## src/soc_pkg.sv

```systemverilog
package soc_pkg;

    // Data word on the memory bus
    typedef logic [31:0] word_t;

    // One bus request, shared by every device behind the decoder
    typedef struct packed {
        logic [31:0] address;
        logic        read;
        logic [3:0]  write_mask;
        word_t       write_value;
    } mem_req_t;

    // SPI flash READ opcode
    localparam logic [7:0] FLASH_CMD_READ = 8'h03;

    // Flash window, 16 MiB, low bits go straight to the flash
    localparam logic [31:0] FLASH_BASE      = 32'h0100_0000;
    localparam int          FLASH_ADDR_BITS = 24;

    // On-chip RAM window, 1 KiB
    localparam logic [31:0] RAM_BASE      = 32'h0000_0000;
    localparam int          RAM_WORDS     = 256;
    localparam int          RAM_ADDR_BITS = $clog2(RAM_WORDS); // Word index width

    // Flash read controller states
    typedef enum logic [1:0] {
        FLASH_IDLE      = 2'b00,
        FLASH_WRITE_CMD = 2'b01,
        FLASH_READ_DATA = 2'b10,
        FLASH_DONE      = 2'b11
    } flash_state_t;

endpackage

```

## src/flash.sv

```systemverilog
`timescale 1ns/1ns

module flash (
    input  logic               clk,
    input  logic               reset,

    input  logic               sel,
    input  soc_pkg::mem_req_t  req,
    output soc_pkg::word_t     read_value,
    output logic               ready,

    output logic               spi_clk,
    output logic               spi_csn,
    output logic               spi_mosi,
    input  logic               spi_miso
);
    import soc_pkg::*;

    flash_state_t state;
    logic [4:0]   bits;  // Bits left in the current phase
    word_t        shift; // Command and address out, then data in

    assign spi_clk = clk;
    assign spi_csn = !(state == FLASH_WRITE_CMD || state == FLASH_READ_DATA);

    // Flash byte 0 arrives first, so it ends up in the top byte of shift
    assign read_value = sel ? {shift[7:0], shift[15:8], shift[23:16], shift[31:24]} : '0;
    assign ready      = sel && state == FLASH_DONE;

    always_ff @(posedge clk) begin
        if (reset) begin
            state    <= FLASH_IDLE;
            bits     <= '0;
            spi_mosi <= 1'b0;
        end else begin
            case (state)
                FLASH_IDLE: begin
                    if (sel && req.read) begin
                        state    <= FLASH_WRITE_CMD;
                        bits     <= 5'd31;
                        spi_mosi <= FLASH_CMD_READ[7]; // Opcode MSB goes out right away
                        shift    <= {FLASH_CMD_READ[6:0], req.address[FLASH_ADDR_BITS-1:0],
                                     1'b0};
                    end else begin
                        spi_mosi <= 1'b0;
                    end
                end

                FLASH_WRITE_CMD: begin
                    if (|bits) begin
                        bits     <= bits - 5'd1;
                        spi_mosi <= shift[31];
                        shift    <= {shift[30:0], 1'b0};
                    end else begin
                        // Last address bit is being sampled by the flash on this edge
                        state    <= FLASH_READ_DATA;
                        bits     <= 5'd31;
                        spi_mosi <= 1'b0;
                    end
                end

                FLASH_READ_DATA: begin
                    if (|bits) begin
                        bits <= bits - 5'd1;
                    end else begin
                        state <= FLASH_DONE;
                    end
                    shift <= {shift[30:0], spi_miso}; // MSB first
                end

                FLASH_DONE: begin
                    state <= FLASH_IDLE;
                end

                default: begin
                    state <= FLASH_IDLE;
                end
            endcase
        end
    end

endmodule

```

## config.mk

```make
export PLATFORM = sky130hd
export DESIGN_NAME = flash
export DESIGN_NICKNAME = d
export VERILOG_FILES = /design/src/soc_pkg.sv /design/src/flash.sv
export SDC_FILE = /design/constraint.sdc
export NUM_CORES = 1
export LEC_CHECK = 0
export BUFFER_PORTS_ARGS = -buffer_cell sky130_fd_sc_hd__buf_2
export CORE_ASPECT_RATIO = 0.6
export CORE_MARGIN = 2
export CORE_UTILIZATION = 45
export DETAILED_ROUTE_END_ITERATION = 10
export PLACE_DENSITY = 0.79
export SLEW_MARGIN = 20
export SYNTH_ARGS = -nofsm -noshare
export SYNTH_HDL_FRONTEND = slang
export SYNTH_SLANG_ARGS = --single-unit
```

## constraint.sdc

```tcl
create_clock -name clk -period 22.4 [get_ports clk]
set_input_delay 4.48 -clock clk [delete_from_list [all_inputs] [get_ports clk]]
set_output_delay 4.48 -clock clk [all_outputs]
set_load 0.05 [all_outputs]
```

; ---- Word-level counts from Yosys, hierarchy flattened
; Index checks and enable logic that the tools add are counted.
[word_totals]
register_bits = 40
out_inout_bits = 36
word_cells = 39
[classes]
add_sub_neg = 1
n_eq_ne = 8
mux = 14
n_bitwise = 1
n_reduce_logical = 11
[op_table]
columns = operator, n
row1 = 32-bit two-way mux, 3
row2 = 32-bit case mux with 3 select lines, 1
row3 = 5-bit two-way mux, 3
row4 = 5-bit case mux with 3 select lines, 1
row5 = 2-bit case mux with 4 select lines, 1
row6 = 2-bit two-way mux, 3
row7 = "2-bit != test, second input constant", 3
row8 = 3-bit AND reduction, 2
row9 = 5-bit OR reduction, 1
row10 = "5-bit by 1-bit subtractor with 5-bit output, second input constant", 1
row11 = "2-bit == test, second input constant", 2
row12 = "2-bit by 1-bit != test with 1-bit output, second input constant", 2
row13 = 4-bit AND reduction, 1
row14 = 3-bit nonzero test, 1
row15 = "2-bit by 1-bit == test with 1-bit output, second input constant", 1
row16 = 1-bit logical AND, 2
row17 = 2-bit logical NOT, 1
row18 = 1-bit case mux with 2 select lines, 1
row19 = 2-bit nonzero test, 1
row20 = 1-bit logical NOT, 1
row21 = 1-bit logical OR, 1
row22 = 1-bit two-way mux, 1
row23 = 1-bit inverter, 1

; ---- Logic depth before layout (Yosys ltp)
[depth]
ltp_word = 3
mapped_depth = 6
mapped_depth_nobuf = 6

==> metrics.cfg <==
[detailed_routing]
firstDrtPassIters = 4
totalWireLength_mm = 4.69
drc = 0
drtIter0Drc = 59
detail-route-antenna-nets = 0
vias_per_cell = 5.26
dr_total_vias = 1698
routedWlPerCell_um = 14.5

[setup_path]
slowest_delay_ns = 0.20
cp_slowest_cell = buf_2
crit_top_cell = clkbuf_8
cp-start-kind = clock port
worst-path-buf-inv = 3
required_ns = 17.92
cp_max_fo = 2
timing.rr.end = shift[7]
rr_startpoint = state[0]
path_cells = clkbuf_8 > clkbuf_8 > buf_2
cp_top_family = buffers and inverters
critPathKind = clock port to output pin
regToRegSetupSlack_ns = 20.27
crit_arrival_ns = 11.62
end_kind = output pin
worstRegToRegCells = 4

[cells_and_area]
syn2layout_area_growth_pct = 23.1
drive_gt1_share_pct = 32.3
layout.nets = 339
most-common-layout-cells = buf_2, and2_1, nand2_1, edfxtp_1, o2bb2ai_1
fill_cells = 429
multi_input_area_um2 = 931
n_antenna_cell = 0
final_common_cell = buf_2
regArea_um2 = 1120

[timing]
setup_viol = 0
fin_skew_ns = 0.00568
tns_ns = 0
relSlewSlack_pct = 31.1
rsz0062_at_grt = no
tightest_slew_ns = 1.03
hold_viol_final = 0
slew_violations = 0

[min_path]
hold_end = bits[0]
worstHoldPathType = flop to flop
whs_path_depth = 2
hold_path_startpoint = bits[0]

[logic_synthesis]
synth-simple-area-share_pct = 21.8
synth_cells = 197
ys_seq_elements = 40
async_flop_share_pct = 0
synth_xor_area_share_pct = 0.413
syn_avg_cell_area_um2 = 10.8
yosysWarnings = 0
syn_area_um2 = 2120
synth_seq_area_share_pct = 52.9
yosys.area_share.adder_pct = 4.13
synth_edf_count = 32
synth.distinct_cells = 33
synthMuxAreaShare_pct = 0.945
synth.net_count = 277
synth_top_family_by_area = simple AND/OR/NAND/NOR gates
synth_ff_type = edfxtp_1
synth_compound_area_share_pct = 16.2

[grt]
grt_pass1_wl_mm = 7.71
grtUsageMet1_pct = 26.5
grt_use_total_pct = 19.0
overflow = 0
grt_pass1_vias = 1579
antenna_found_initial = 0
met3_usage_pct = 6.08
busiest_layer = met2
grt_use_met2_pct = 28.1
grt_max_degree = 40

[clock_network]
post_cts_resized = 0
clkTransAtPathRegs_ns = 0.07
cts_setup_buffers = 0
cts_tree = built
cts_hold_buffers = 0
clock_latency_ns = 0.39

[floorplan]
dieArea_um2 = 5290
die_w_um = 92.6
initial_core_util_pct = 46.7
core_area_um2 = 4540
ioPinCount = 109
row_count = 19
die_y_um = 57.2

[power]
leakagePower_nw = 1.08
fin_total_pwr_uw = 397
power_density_nw_per_um2 = 152
ir_worst_vdd_uv = 117

[placement]
hpwl_mm = 3.17
gp_congestion = 0.816
portBuffers = 64

[job]
maxCapViolCount = 0

[status]
status = complete, no violations

registers in the layout, indices dropped and copies added (netlist names):
signal    count
bits          5
state         2
spi_mosi      1
shift        32
tightest hold or removal path, stage by stage (launching register included):
cell	delay [ns]
dfxtp_1	0.32
nor2_1	0.11
a311oi_1	0.05
worst max-delay path by stage:
| stage | start | to | slack, ns | cells past startpoint |
|---|---|---|---|---|
| after floorplan | clk | spi_clk | 6.55 | 1 |
| after global placement | clk | spi_clk | 6.53 | 1 |
| after detailed placement | clk | spi_clk | 6.53 | 1 |
| after CTS | clk | spi_clk | 6.29 | 3 |
| after global routing | clk | spi_clk | 6.29 | 3 |
| final | clk | spi_clk | 6.30 | 3 |
cells by family (layout without fill, tap and decap cells):
family | Yosys count | in the layout
and+or+nand+nor | 88 | 88
AOI/OAI and AO/OA | 40 | 40
DFF | 40 | 40
buffers and inverters | 19 | 82
adders and majority gates | 7 | 7
muxes | 2 | 2
xor gates and xnor gates | 1 | 1
synthesized netlist by cell type, types with 3 or more instances:
library cell	count	area (µm²)
and3_1	5	31.3
buf_1	3	11.3
inv_1	4	15.0
nand2_1	32	120
edfxtp_1	32	961
dfxtp_1	8	160
nor2_1	9	33.8
ha_1	7	87.6
a311oi_1	4	35.0
o2bb2ai_1	25	219
and2_1	34	213
clkbuf_1	9	33.8
where the power goes:
group / internal, mW / switching, mW / leakage [nW]
Combinational: 0.0602 / 0.136 / 0.643
Clock: 0.0337 / 0.0335 / 0.0708
Sequential: 0.118 / 0.0161 / 0.369
Total: 0.211 / 0.185 / 1.08
cell type report:
class                   count  share of cell area, %
multi-input cells         138                   35.7
flip-flops and latches     40                   43.0
clock buffers               9                   4.41
repair buffers             65                   12.7
inverters                   5                  0.719
clock inverters             3                  0.528
well taps                  63                   3.02
layer usage:
metal  vias up  share of wire (%)  routed length [µm]
met3         6                7.4                 345
met4         0                1.2                  55
met1       779                 48                2270
li1        830                  -                   -
met5         -                  0                   0
met2        83                 43                2020
through the flow:
stage               utilization, %  cells  setup slack (ns)  area (µm²)  hold WS, ns
detailed placement            54.7    312              6.53        2480        0.517
global route                  57.5    323              6.29        2610        0.556
floorplan                        -    197              6.55        2120        0.488
global placement              54.7    312              6.53        2480        0.503
CTS                           57.5    323              6.29        2610        0.527
finish                        57.5    323              6.30        2610        0.528
Note: power is estimated with default switching activity, not from simulation.
