$ cat config.mk
export PLATFORM = sky130hd
export DESIGN_NAME = bus_decoder
export DESIGN_NICKNAME = d
export VERILOG_FILES = /design/src/soc_pkg.sv /design/src/bus_decoder.sv
export SDC_FILE = /design/constraint.sdc
export NUM_CORES = 1
export LEC_CHECK = 0
export BUFFER_PORTS_ARGS = -buffer_cell sky130_fd_sc_hd__buf_2
export CORE_MARGIN = 5
export CORE_UTILIZATION = 21
export CTS_CLUSTER_SIZE = 16
export DETAILED_ROUTE_END_ITERATION = 10
export GPL_TIMING_DRIVEN = 0
export PLACE_DENSITY = 0.9
export SLEW_MARGIN = 20
export SYNTH_ARGS = -nofsm -noshare
export SYNTH_HDL_FRONTEND = slang
export SYNTH_SLANG_ARGS = --single-unit
$ cat constraint.sdc
create_clock -name clk -period 1.9 [get_ports clk]
set_input_delay 0.38 -clock clk [delete_from_list [all_inputs] [get_ports clk]]
set_output_delay 0.38 -clock clk [all_outputs]
set_load 0.005 [all_outputs]
$ cat src/soc_pkg.sv
package soc_pkg;

    // Data word on the memory bus
    typedef logic [31:0] word_t;

    // One bus request, shared by every device behind the decoder
    typedef struct packed {
        logic [31:0] address;
        logic        read;
        logic [3:0]  write_mask;
        word_t       write_value;
    } mem_req_t;

    // SPI flash READ opcode
    localparam logic [7:0] FLASH_CMD_READ = 8'h03;

    // Flash window, 16 MiB, low bits go straight to the flash
    localparam logic [31:0] FLASH_BASE      = 32'h0100_0000;
    localparam int          FLASH_ADDR_BITS = 24;

    // On-chip RAM window, 1 KiB
    localparam logic [31:0] RAM_BASE      = 32'h0000_0000;
    localparam int          RAM_WORDS     = 256;
    localparam int          RAM_ADDR_BITS = $clog2(RAM_WORDS); // Word index width

    // Flash read controller states
    typedef enum logic [1:0] {
        FLASH_IDLE      = 2'b00,
        FLASH_WRITE_CMD = 2'b01,
        FLASH_READ_DATA = 2'b10,
        FLASH_DONE      = 2'b11
    } flash_state_t;

endpackage

$ cat src/bus_decoder.sv
`timescale 1ns/1ns

module bus_decoder (
    input  logic               clk,
    input  logic               reset,

    input  logic               sel,
    input  soc_pkg::mem_req_t  req,
    output soc_pkg::word_t     read_value,
    output logic               ready,

    output logic               flash_sel,
    output logic               ram_sel,
    input  soc_pkg::word_t     flash_read_value,
    input  soc_pkg::word_t     ram_read_value,
    input  logic               flash_ready,
    input  logic               ram_ready
);
    import soc_pkg::*;

    localparam int RAM_WINDOW_BITS = RAM_ADDR_BITS + 2;

    logic flash_hit;
    logic ram_hit;
    logic local_sel;   // Flash write or unmapped access
    logic local_ready;
    logic local_done;

    assign flash_hit = req.address[31:FLASH_ADDR_BITS] == FLASH_BASE[31:FLASH_ADDR_BITS];
    assign ram_hit   = req.address[31:RAM_WINDOW_BITS] == RAM_BASE[31:RAM_WINDOW_BITS];

    // Flash is read only, its controller never finishes a write
    assign flash_sel = sel && flash_hit && req.read;
    assign ram_sel   = sel && ram_hit;
    assign local_sel = sel && !flash_sel && !ram_sel;

    always_comb begin
        if (flash_sel) begin
            read_value = flash_read_value;
            ready      = flash_ready;
        end else if (ram_sel) begin
            read_value = ram_read_value;
            ready      = ram_ready;
        end else begin
            read_value = '0;          // Unmapped reads return zero
            ready      = local_ready;
        end
    end

    // Complete dropped and unmapped accesses one cycle after sel
    always_ff @(posedge clk) begin
        if (reset) begin
            local_ready <= 1'b0;
            local_done  <= 1'b0;
        end else begin
            local_ready <= local_sel && !local_done;
            if (local_sel && !local_done) begin
                local_done <= 1'b1;
            end else if (!local_sel || local_ready) begin
                local_done <= 1'b0;
            end
        end
    end

endmodule

---- After elaboration in Yosys (flattened, before gate mapping) ----
Index checks and enable logic that the tools add are counted.
storage, ports and cells
  memories ................................ 0
  latch bits .............................. 0
  bits of input ports ..................... 138
  ROM bits ................................ 0
  output and inout bits ................... 35
  bits in writable memories ............... 0
  word-level logic and storage cells ...... 22
  flip-flop bits (word level) ............. 2
operators by class
  muxes and demuxes ....................... 6
  multipliers ............................. 0
  shifts and indexed selects .............. 0
  equal/unequal tests ..................... 1
  order comparisons ....................... 0
  reductions and logical operators ........ 13
  divide/modulo/power cells ............... 0
  bitwise gates (word level) .............. 0
  add/sub/neg operators ................... 0
operators by type and width
  cell                                                  count
  two-way mux 32 bit                                    2
  zero test 22 bit                                      1
  equality test 8 x 1 -> 1 bit (second input constant)  1
  logical AND 1 bit                                     6
  zero test 1 bit                                       4
  two-way mux 1 bit                                     4
  nonzero test 2 bit                                    1
  logical OR 1 bit                                      1

---- Longest topological paths before layout ----
Gate-level depths: netlist of the first run.
  depth after elaboration ................. 10
  gate-level depth with buffers ........... 6
  depth with buffers taken out ............ 5

---- Least setup slack after synthesis of the first run ----
Ideal clock, no wire load.
  path type ............................... input to output
  start point ............................. input req[53] in the netlist's numbering
  end point ............................... output read_value[0]
  cell stages on the path ................. 5
  data arrival time ....................... 1351 ps
  path buffers ............................ 1
  data required time ...................... 1520 ps
  path slack .............................. 169 ps
  cell sequence ........................... nor4_1 and4_1 nand3_2 buf_4 o2bb2ai_2
between the ends
  word-level cells in the longest chain between the ends .. 4
ends and longest elaborated chain
  element             RTL line           RTL
  start: declaration  bus_decoder.sv:8   input soc_pkg::mem_req_t req,
  zero test 22 bit    bus_decoder.sv:30  assign ram_hit = req.address[31:RAM_WINDOW_BITS] == RAM_BASE[31:RAM_WINDOW_BITS];
  logical AND 1 bit   bus_decoder.sv:34  assign ram_sel = sel && ram_hit;
  two-way mux 32 bit  bus_decoder.sv:41  end else if (ram_sel) begin
  two-way mux 32 bit  bus_decoder.sv:38  if (flash_sel) begin
  end: declaration    bus_decoder.sv:9   output soc_pkg::word_t read_value,
No other way between the ends.

---- Worst setup path after layout of the first run ----
  start point ............................. input req[58] in the netlist's numbering
  end point ............................... output read_value[22]
The elaborated chain is that of the path after synthesis.

==> results of run 1 <==
[sequential cells by signal (all words and copies together), names as in the netlist]
register / cells
local_done: 1
local_ready: 1
[final timing paths]
| check | from | endpoint | slack (ps) |
|---|---|---|---|
| max reg2reg | local_ready | local_done | 1150 |
| min | local_done | local_ready | 440 |
| min reg2reg | local_done | local_ready | 440 |
| max | req[58] | read_value[22] | -100 |
[power groups by stage]
stage	Clock (mW)	Sequential, mW	Combinational, mW
after floorplan	0	0.0466	0.0210
after global placement	0	0.0467	0.121
after detailed placement	0	0.0469	0.126
after CTS	0.0980	0.0464	0.147
after global routing	0.103	0.0465	0.170
final	0.0924	0.0464	0.157
[cells by family (layout without fill, tap and decap cells)]
group | count (synthesis) | in the layout | synth area share, %
compound gates | 36 | 36 | 55.93
simple gates | 27 | 27 | 26.85
buf+inv | 9 | 153 | 11.30
flops | 2 | 2 | 5.926
[metal layers]
| layer | wire [microns] | global-route usage [%] | part of all wire, % | up-vias |
|---|---|---|---|---|
| li1 | - | - | - | 597 |
| met1 | 1433 | 15.92 | 34 | 544 |
| met2 | 2089 | 34.65 | 50 | 102 |
| met3 | 554 | 5.565 | 13 | 10 |
| met4 | 115 | 7.107 | 2.7 | 0 |
| met5 | 0 | 0 | 0 | - |
[cell type report]
cell class	count	area (sq um)
Multi-Input combinational cell	63	626.9
Sequential cell	2	40.04
Tap cell	44	55.05
Inverter	2	17.52
Clock buffer	3	22.52
Fill cell	303	1389
Timing Repair Buffer	141	834.6
Buffer	7	92.59
[through the flow]
stage / util, % / cell area [sq um] / hold WS, ps / std cells
2_1_floorplan: - / 675.6 / 423.5 / 74
3_3_place_gp: 44.23 / 1361 / 429.4 / 244
3_5_place_dp: 44.23 / 1361 / 442.9 / 244
4_1_cts: 52.11 / 1604 / 439.4 / 258
5_1_grt: 54.88 / 1689 / 457.6 / 262
6_report: 54.88 / 1689 / 440.0 / 262
[cells in the mapped netlist, types with 2 or more instances]
master      n  share of area [%]
a22o_1     19                 25
dfxtp_1     2                5.9
nor4_1      4                3.7
buf_4       3                3.3
buf_6       3                5.0
a21oi_1     2                1.5
o2bb2ai_1   3                3.9
nand2_1    15                8.3
o2bb2ai_2  10                 22
[repair_timing]
action                                 in CTS  in global routing
gates cloned                                2                  1
resized for setup                          28                  8
pin swaps                                  11                  8
buffers inserted                            9                  3
setup endpoints to repair                  35                 35
endpoints found under the hold margin       0                  0
==> metrics, run 1 <==
commonest non-fill, non-tap cell in the layout=buf_2; global-route wire length before repair=5927 microns; failing checks=setup timing; Placeable Area=around 3100 sq um; kind of start point of the critical path=primary input; CP dominant cell by count=buf_6; share of synthesized flip-flops with an asynchronous set or reset=0%; Worst Path Arrival=1620 ps; total chip power=between 200 and 300 uW; die height=between 60 and 70 microns; RSZ-0062 raised after global routing=yes; min-delay worst type=flop to flop; highest-count cells in the layout ignoring fill and taps=buf_2, a22o_1, buf_6; Slew Limit Fails=0; critical path, cell by cell=buf_6 > nor4_4 > and4_4 > nand3_4 > inv_6 > buf_6 > a22o_1 > buf_2; Final setup viols=32; Longest Clk Path Bufs=2; Final GP Congestion=0.7364; Main synth FF type=dfxtp_1; WP depth=8; share of post-route cells with drive strength above 1=79.82%; Tightest Pin Transition=between 200 and 250 ps; Tcrit/Tclk final=105.3%; Bufs and invs on worst path=4; n_diodes=0; vias in the first global route=1376; Gate power share=53.0%; Crit-path slowest cell=nor4_4; Via Count=1253; Post-Syn Area per Cell=between 9 and 10 sq um; NetSw=85.07 uW; Final min period=2001 ps; final setup margin=-100.6 ps; status=complete, but fails checks; Root Driver=clkbuf_4; final layout net count=358; FP Rows=20; pin count of the biggest net entering global routing=11; WHS Path Cells=1; Clock Sinks=2; switching fraction of total power=28.79%; Layout area overhead=150.0%; vias per cell=4.782; Post-Syn Area=675.6 sq um; Critical Path Fanout Max=7; CTS clk-pin slew, worst paths=30 ps; Clock Skew=1.743 ps; total CTS buffers=3; Seq/Total Area, Yosys=a little under 6%; Routed WL per cell=16.00 microns; Slew headroom=83.36%; Worst path max stage delay=280 ps; Setup Crit Path Kind=primary input to output pin; initial antenna violation count=0; full die area=4452 sq um; # DRC=0; TritonCTS clock tree=built; Peak VDD IR=roughly 210 uV; H-tree depth=1; Static Leak=~0.95 nW; Post-Synthesis Cells=74; DRT antenna net count=0; sequential power share=between 15 and 20%; PD cells=174.9 nW/um^2; yosys warns=0; final wirelength=around 4200 microns; Ports=173; Starting Density=21.95%; Yosys cell types=22; clock network fraction of total power=31.3%; Crit. End Element=output pin; port bufs=~130; Fmax=499.9 MHz; grt ovf=0; clk_lat worst skew=between 200 and 250 ps; setup TNS=-2428 ps; Die W=66.72 microns; R2R depth=1; WP data required=around 1500 ps; cell family with most CP delay=simple AND/OR/NAND/NOR gates; DP HPWL=roughly 3100 microns; Iteration-0 DRC Markers=17; cts hold-fix bufs=0; Tot GR Track Use=17.45%; Net Count, Synth=212; Post-synth EDFFs=0; Post-Place Worst Slack=-233.1 ps; Int Pwr=roughly 210 uW; post-synthesis register bit count=2; Pre-Repair DR Iteration Count=4; final hold violations=0; Max-Cap Viols=0
Power figures use the tool's default switching activity.
==> inputs of run 2 (changes only) <==
==> constraint.sdc (replaced) <==
create_clock -name clk -period 2 [get_ports clk]
set_input_delay 0.4 -clock clk [delete_from_list [all_inputs] [get_ports clk]]
set_output_delay 0.4 -clock clk [all_outputs]
set_load 0.01 [all_outputs]
==> run 2 against run 1 <==
Compared with the run above:
- register-to-register slack improved by 100 ps
- cell count is the same
- critical endpoint unchanged
- critical path depth unchanged
- sequential power is 5.2% lower
- combinational power fell by 5%
- final area rose by 2.1%
- via count barely moved
- die area stayed put
- sequential share of layout area about the same
- the flow still finishes with violations (setup timing)
==> metrics, run 2 (same netlist as run 1, synthesis figures left out) <==
status=complete, but fails checks (unchanged); failing checks=setup timing (unchanged); Worst path max stage delay=280 ps (about the same); Gate power share=53.1% (was 53.0%); switching fraction of total power=29.15% (was 28.79%); Tot GR Track Use=17.48% (was 17.45%); flop2flop setup slack=1250 ps (was 1150 ps); cell family with most CP delay=simple AND/OR/NAND/NOR gates (unchanged); share of post-route cells with drive strength above 1=79.82% (unchanged); Slew Limit Fails=0 (unchanged); Die W=66.72 microns (unchanged); Ports=173 (unchanged); Pre-Repair DR Iteration Count=4 (unchanged); final setup margin=-56.42 ps (was -100.6 ps); WP depth=8 (unchanged); clock network fraction of total power=31.2% (was 31.3%); Setup Crit Path Kind=primary input to output pin (unchanged); initial antenna violation count=0 (unchanged); vias per cell=4.786 (was 4.782); Crit-path slowest cell=nor4_4 (unchanged); CTS clk-pin slew, worst paths=30 ps (about the same); sequential power share=15.7% (about the same); PD cells=162.7 nW/um^2 (was 174.9 nW/um^2); kind of start point of the critical path=primary input (unchanged); total chip power=280.5 uW (was 295.5 uW); final hold violations=0 (unchanged); final wirelength=4174 microns (was 4193 microns); Starting Density=21.95% (unchanged); Max-Cap Viols=0 (unchanged); FP Rows=20 (unchanged); Crit. End Element=output pin (unchanged); DRT antenna net count=0 (unchanged); commonest non-fill, non-tap cell in the layout=buf_2 (unchanged); WP data required=1600 ps (was 1520 ps); grt ovf=0 (unchanged); Worst Path Arrival=1660 ps (was 1620 ps); Final min period=2056 ps; highest-count cells in the layout ignoring fill and taps=buf_2, buf_6, a22o_1 (was buf_2, a22o_1, buf_6); worst r2r dst=local_done (unchanged); Int Pwr=198.7 uW (was 210.4 uW); Iteration-0 DRC Markers=11 (was 17); largest registers=local_done x1, local_ready x1 (unchanged); total CTS buffers=3 (unchanged); min-delay worst type=flop to flop (unchanged); Slew headroom=83.04% (was 83.36%); Bufs and invs on worst path=4 (unchanged); Root Driver=clkbuf_4 (unchanged); Peak VDD IR=195.4 uV (was 207.4 uV); RSZ-0062 raised after global routing=yes (unchanged); # DRC=0 (unchanged); Tcrit/Tclk final=102.8%; DP HPWL=3108 microns (unchanged); Final GP Congestion=0.7364 (unchanged); crit path to=read_value[22] (unchanged); H-tree depth=1 (unchanged); cts hold-fix bufs=0 (unchanged); NetSw=81.76 uW (was 85.07 uW); Routed WL per cell=15.93 microns (was 16.00 microns); Tightest Pin Transition=253.3 ps (was 249.1 ps); full die area=4452 sq um (unchanged); vias in the first global route=1376 (unchanged); clk_lat worst skew=220 ps (about the same); global-route wire length before repair=5940 microns (was 5927 microns); final layout net count=358 (unchanged); Final setup viols=31 (was 32); port bufs=126 (unchanged); WHS Path Cells=1 (unchanged); placed insts=244 (unchanged); R2R depth=1 (unchanged); Clock Sinks=2 (unchanged); R2R Path Start=local_ready (unchanged); TritonCTS clock tree=built (unchanged); n_diodes=0 (unchanged); Critical Path Fanout Max=7 (unchanged); Static Leak=0.9548 nW (was 0.9532 nW); pin count of the biggest net entering global routing=11 (unchanged); critical path, cell by cell=buf_6 > nor4_4 > and4_4 > nand3_4 > inv_6 > buf_6 > a22o_1 > buf_2 (unchanged); die height=66.72 microns (unchanged); Placeable Area=3078 sq um (unchanged); Worst Setup SP=req[47] (was req[58]); Fmax=486.3 MHz; Layout Cells excl Fill=262 (unchanged); Via Count=1254 (was 1253); CP dominant cell by count=buf_6 (unchanged); Layout area overhead=155.2% (was 150.0%); Longest Clk Path Bufs=2 (unchanged); Clock Skew=2.612 ps (was 1.743 ps)
-- run 2: cell counts in the layout (fill, tap and decap cells not counted) --
No cell type changed its count.
-- run 2: worst min path at each step --
| stage | slack, ps | startpoint | end |
|---|---|---|---|
| 3_5_place_dp | 440 | local_done | local_ready |
| 3_3_place_gp | 430 | local_done | local_ready |
| 5_1_grt | 460 | local_done | local_ready |
| 2_1_floorplan | 420 | local_done | local_ready |
| 4_1_cts | 440 | local_done | local_ready |
| 6_report | 440 | local_done | local_ready |
-- run 2: layout make-up --
class | count | area [sq um]
Fill cell | 299 | 1354
Timing Repair Buffer | 141 | 859.6
Multi-Input combinational cell | 63 | 639.4
Buffer | 7 | 90.09
Tap cell | 44 | 55.05
Sequential cell | 2 | 40.04
Clock buffer | 3 | 22.52
Inverter | 2 | 17.52
-- run 2: routing by layer --
layer / up-vias / track usage, % / part of all wire [%]
li1: 596 / - / -
met1: 555 / 15.92 / 34
met2: 95 / 34.78 / 51
met3: 8 / 5.565 / 13
met4: 0 / 7.107 / 1.5
met5: - / 0 / 0
-- run 2: through the flow --
step / setup slack, ps / utilization, % / TNS [ps] / cell area [sq um] / hold WS, ps
final: -56.42 / 56.02 / -1057 / 1724 / 438.4
after global routing: -133.8 / 56.02 / -3296 / 1724 / 457.6
after CTS: -41.39 / 51.83 / -514.2 / 1595 / 439.4
after detailed placement: -190.3 / 44.23 / -5195 / 1361 / 442.9
after global placement: -183.4 / 44.23 / -3597 / 1361 / 429.4
after floorplan: 184.9 / - / 0 / 675.6 / 424.2
-- run 2: power groups by stage --
stage | Combinational (mW) | Sequential [mW] | Clock [mW]
2_1_floorplan | 0.0205 | 0.0443 | 0
3_3_place_gp | 0.115 | 0.0444 | 0
3_5_place_dp | 0.120 | 0.0446 | 0
4_1_cts | 0.138 | 0.0440 | 0.0931
5_1_grt | 0.162 | 0.0442 | 0.0979
6_report | 0.149 | 0.0440 | 0.0875
-- run 2: repair_timing --
action                                  CTS  global route
gates cloned                              2             1
buffers inserted                          9             3
endpoints found under the setup margin   35            34
resized for setup                        26            13
pin swaps                                12             7
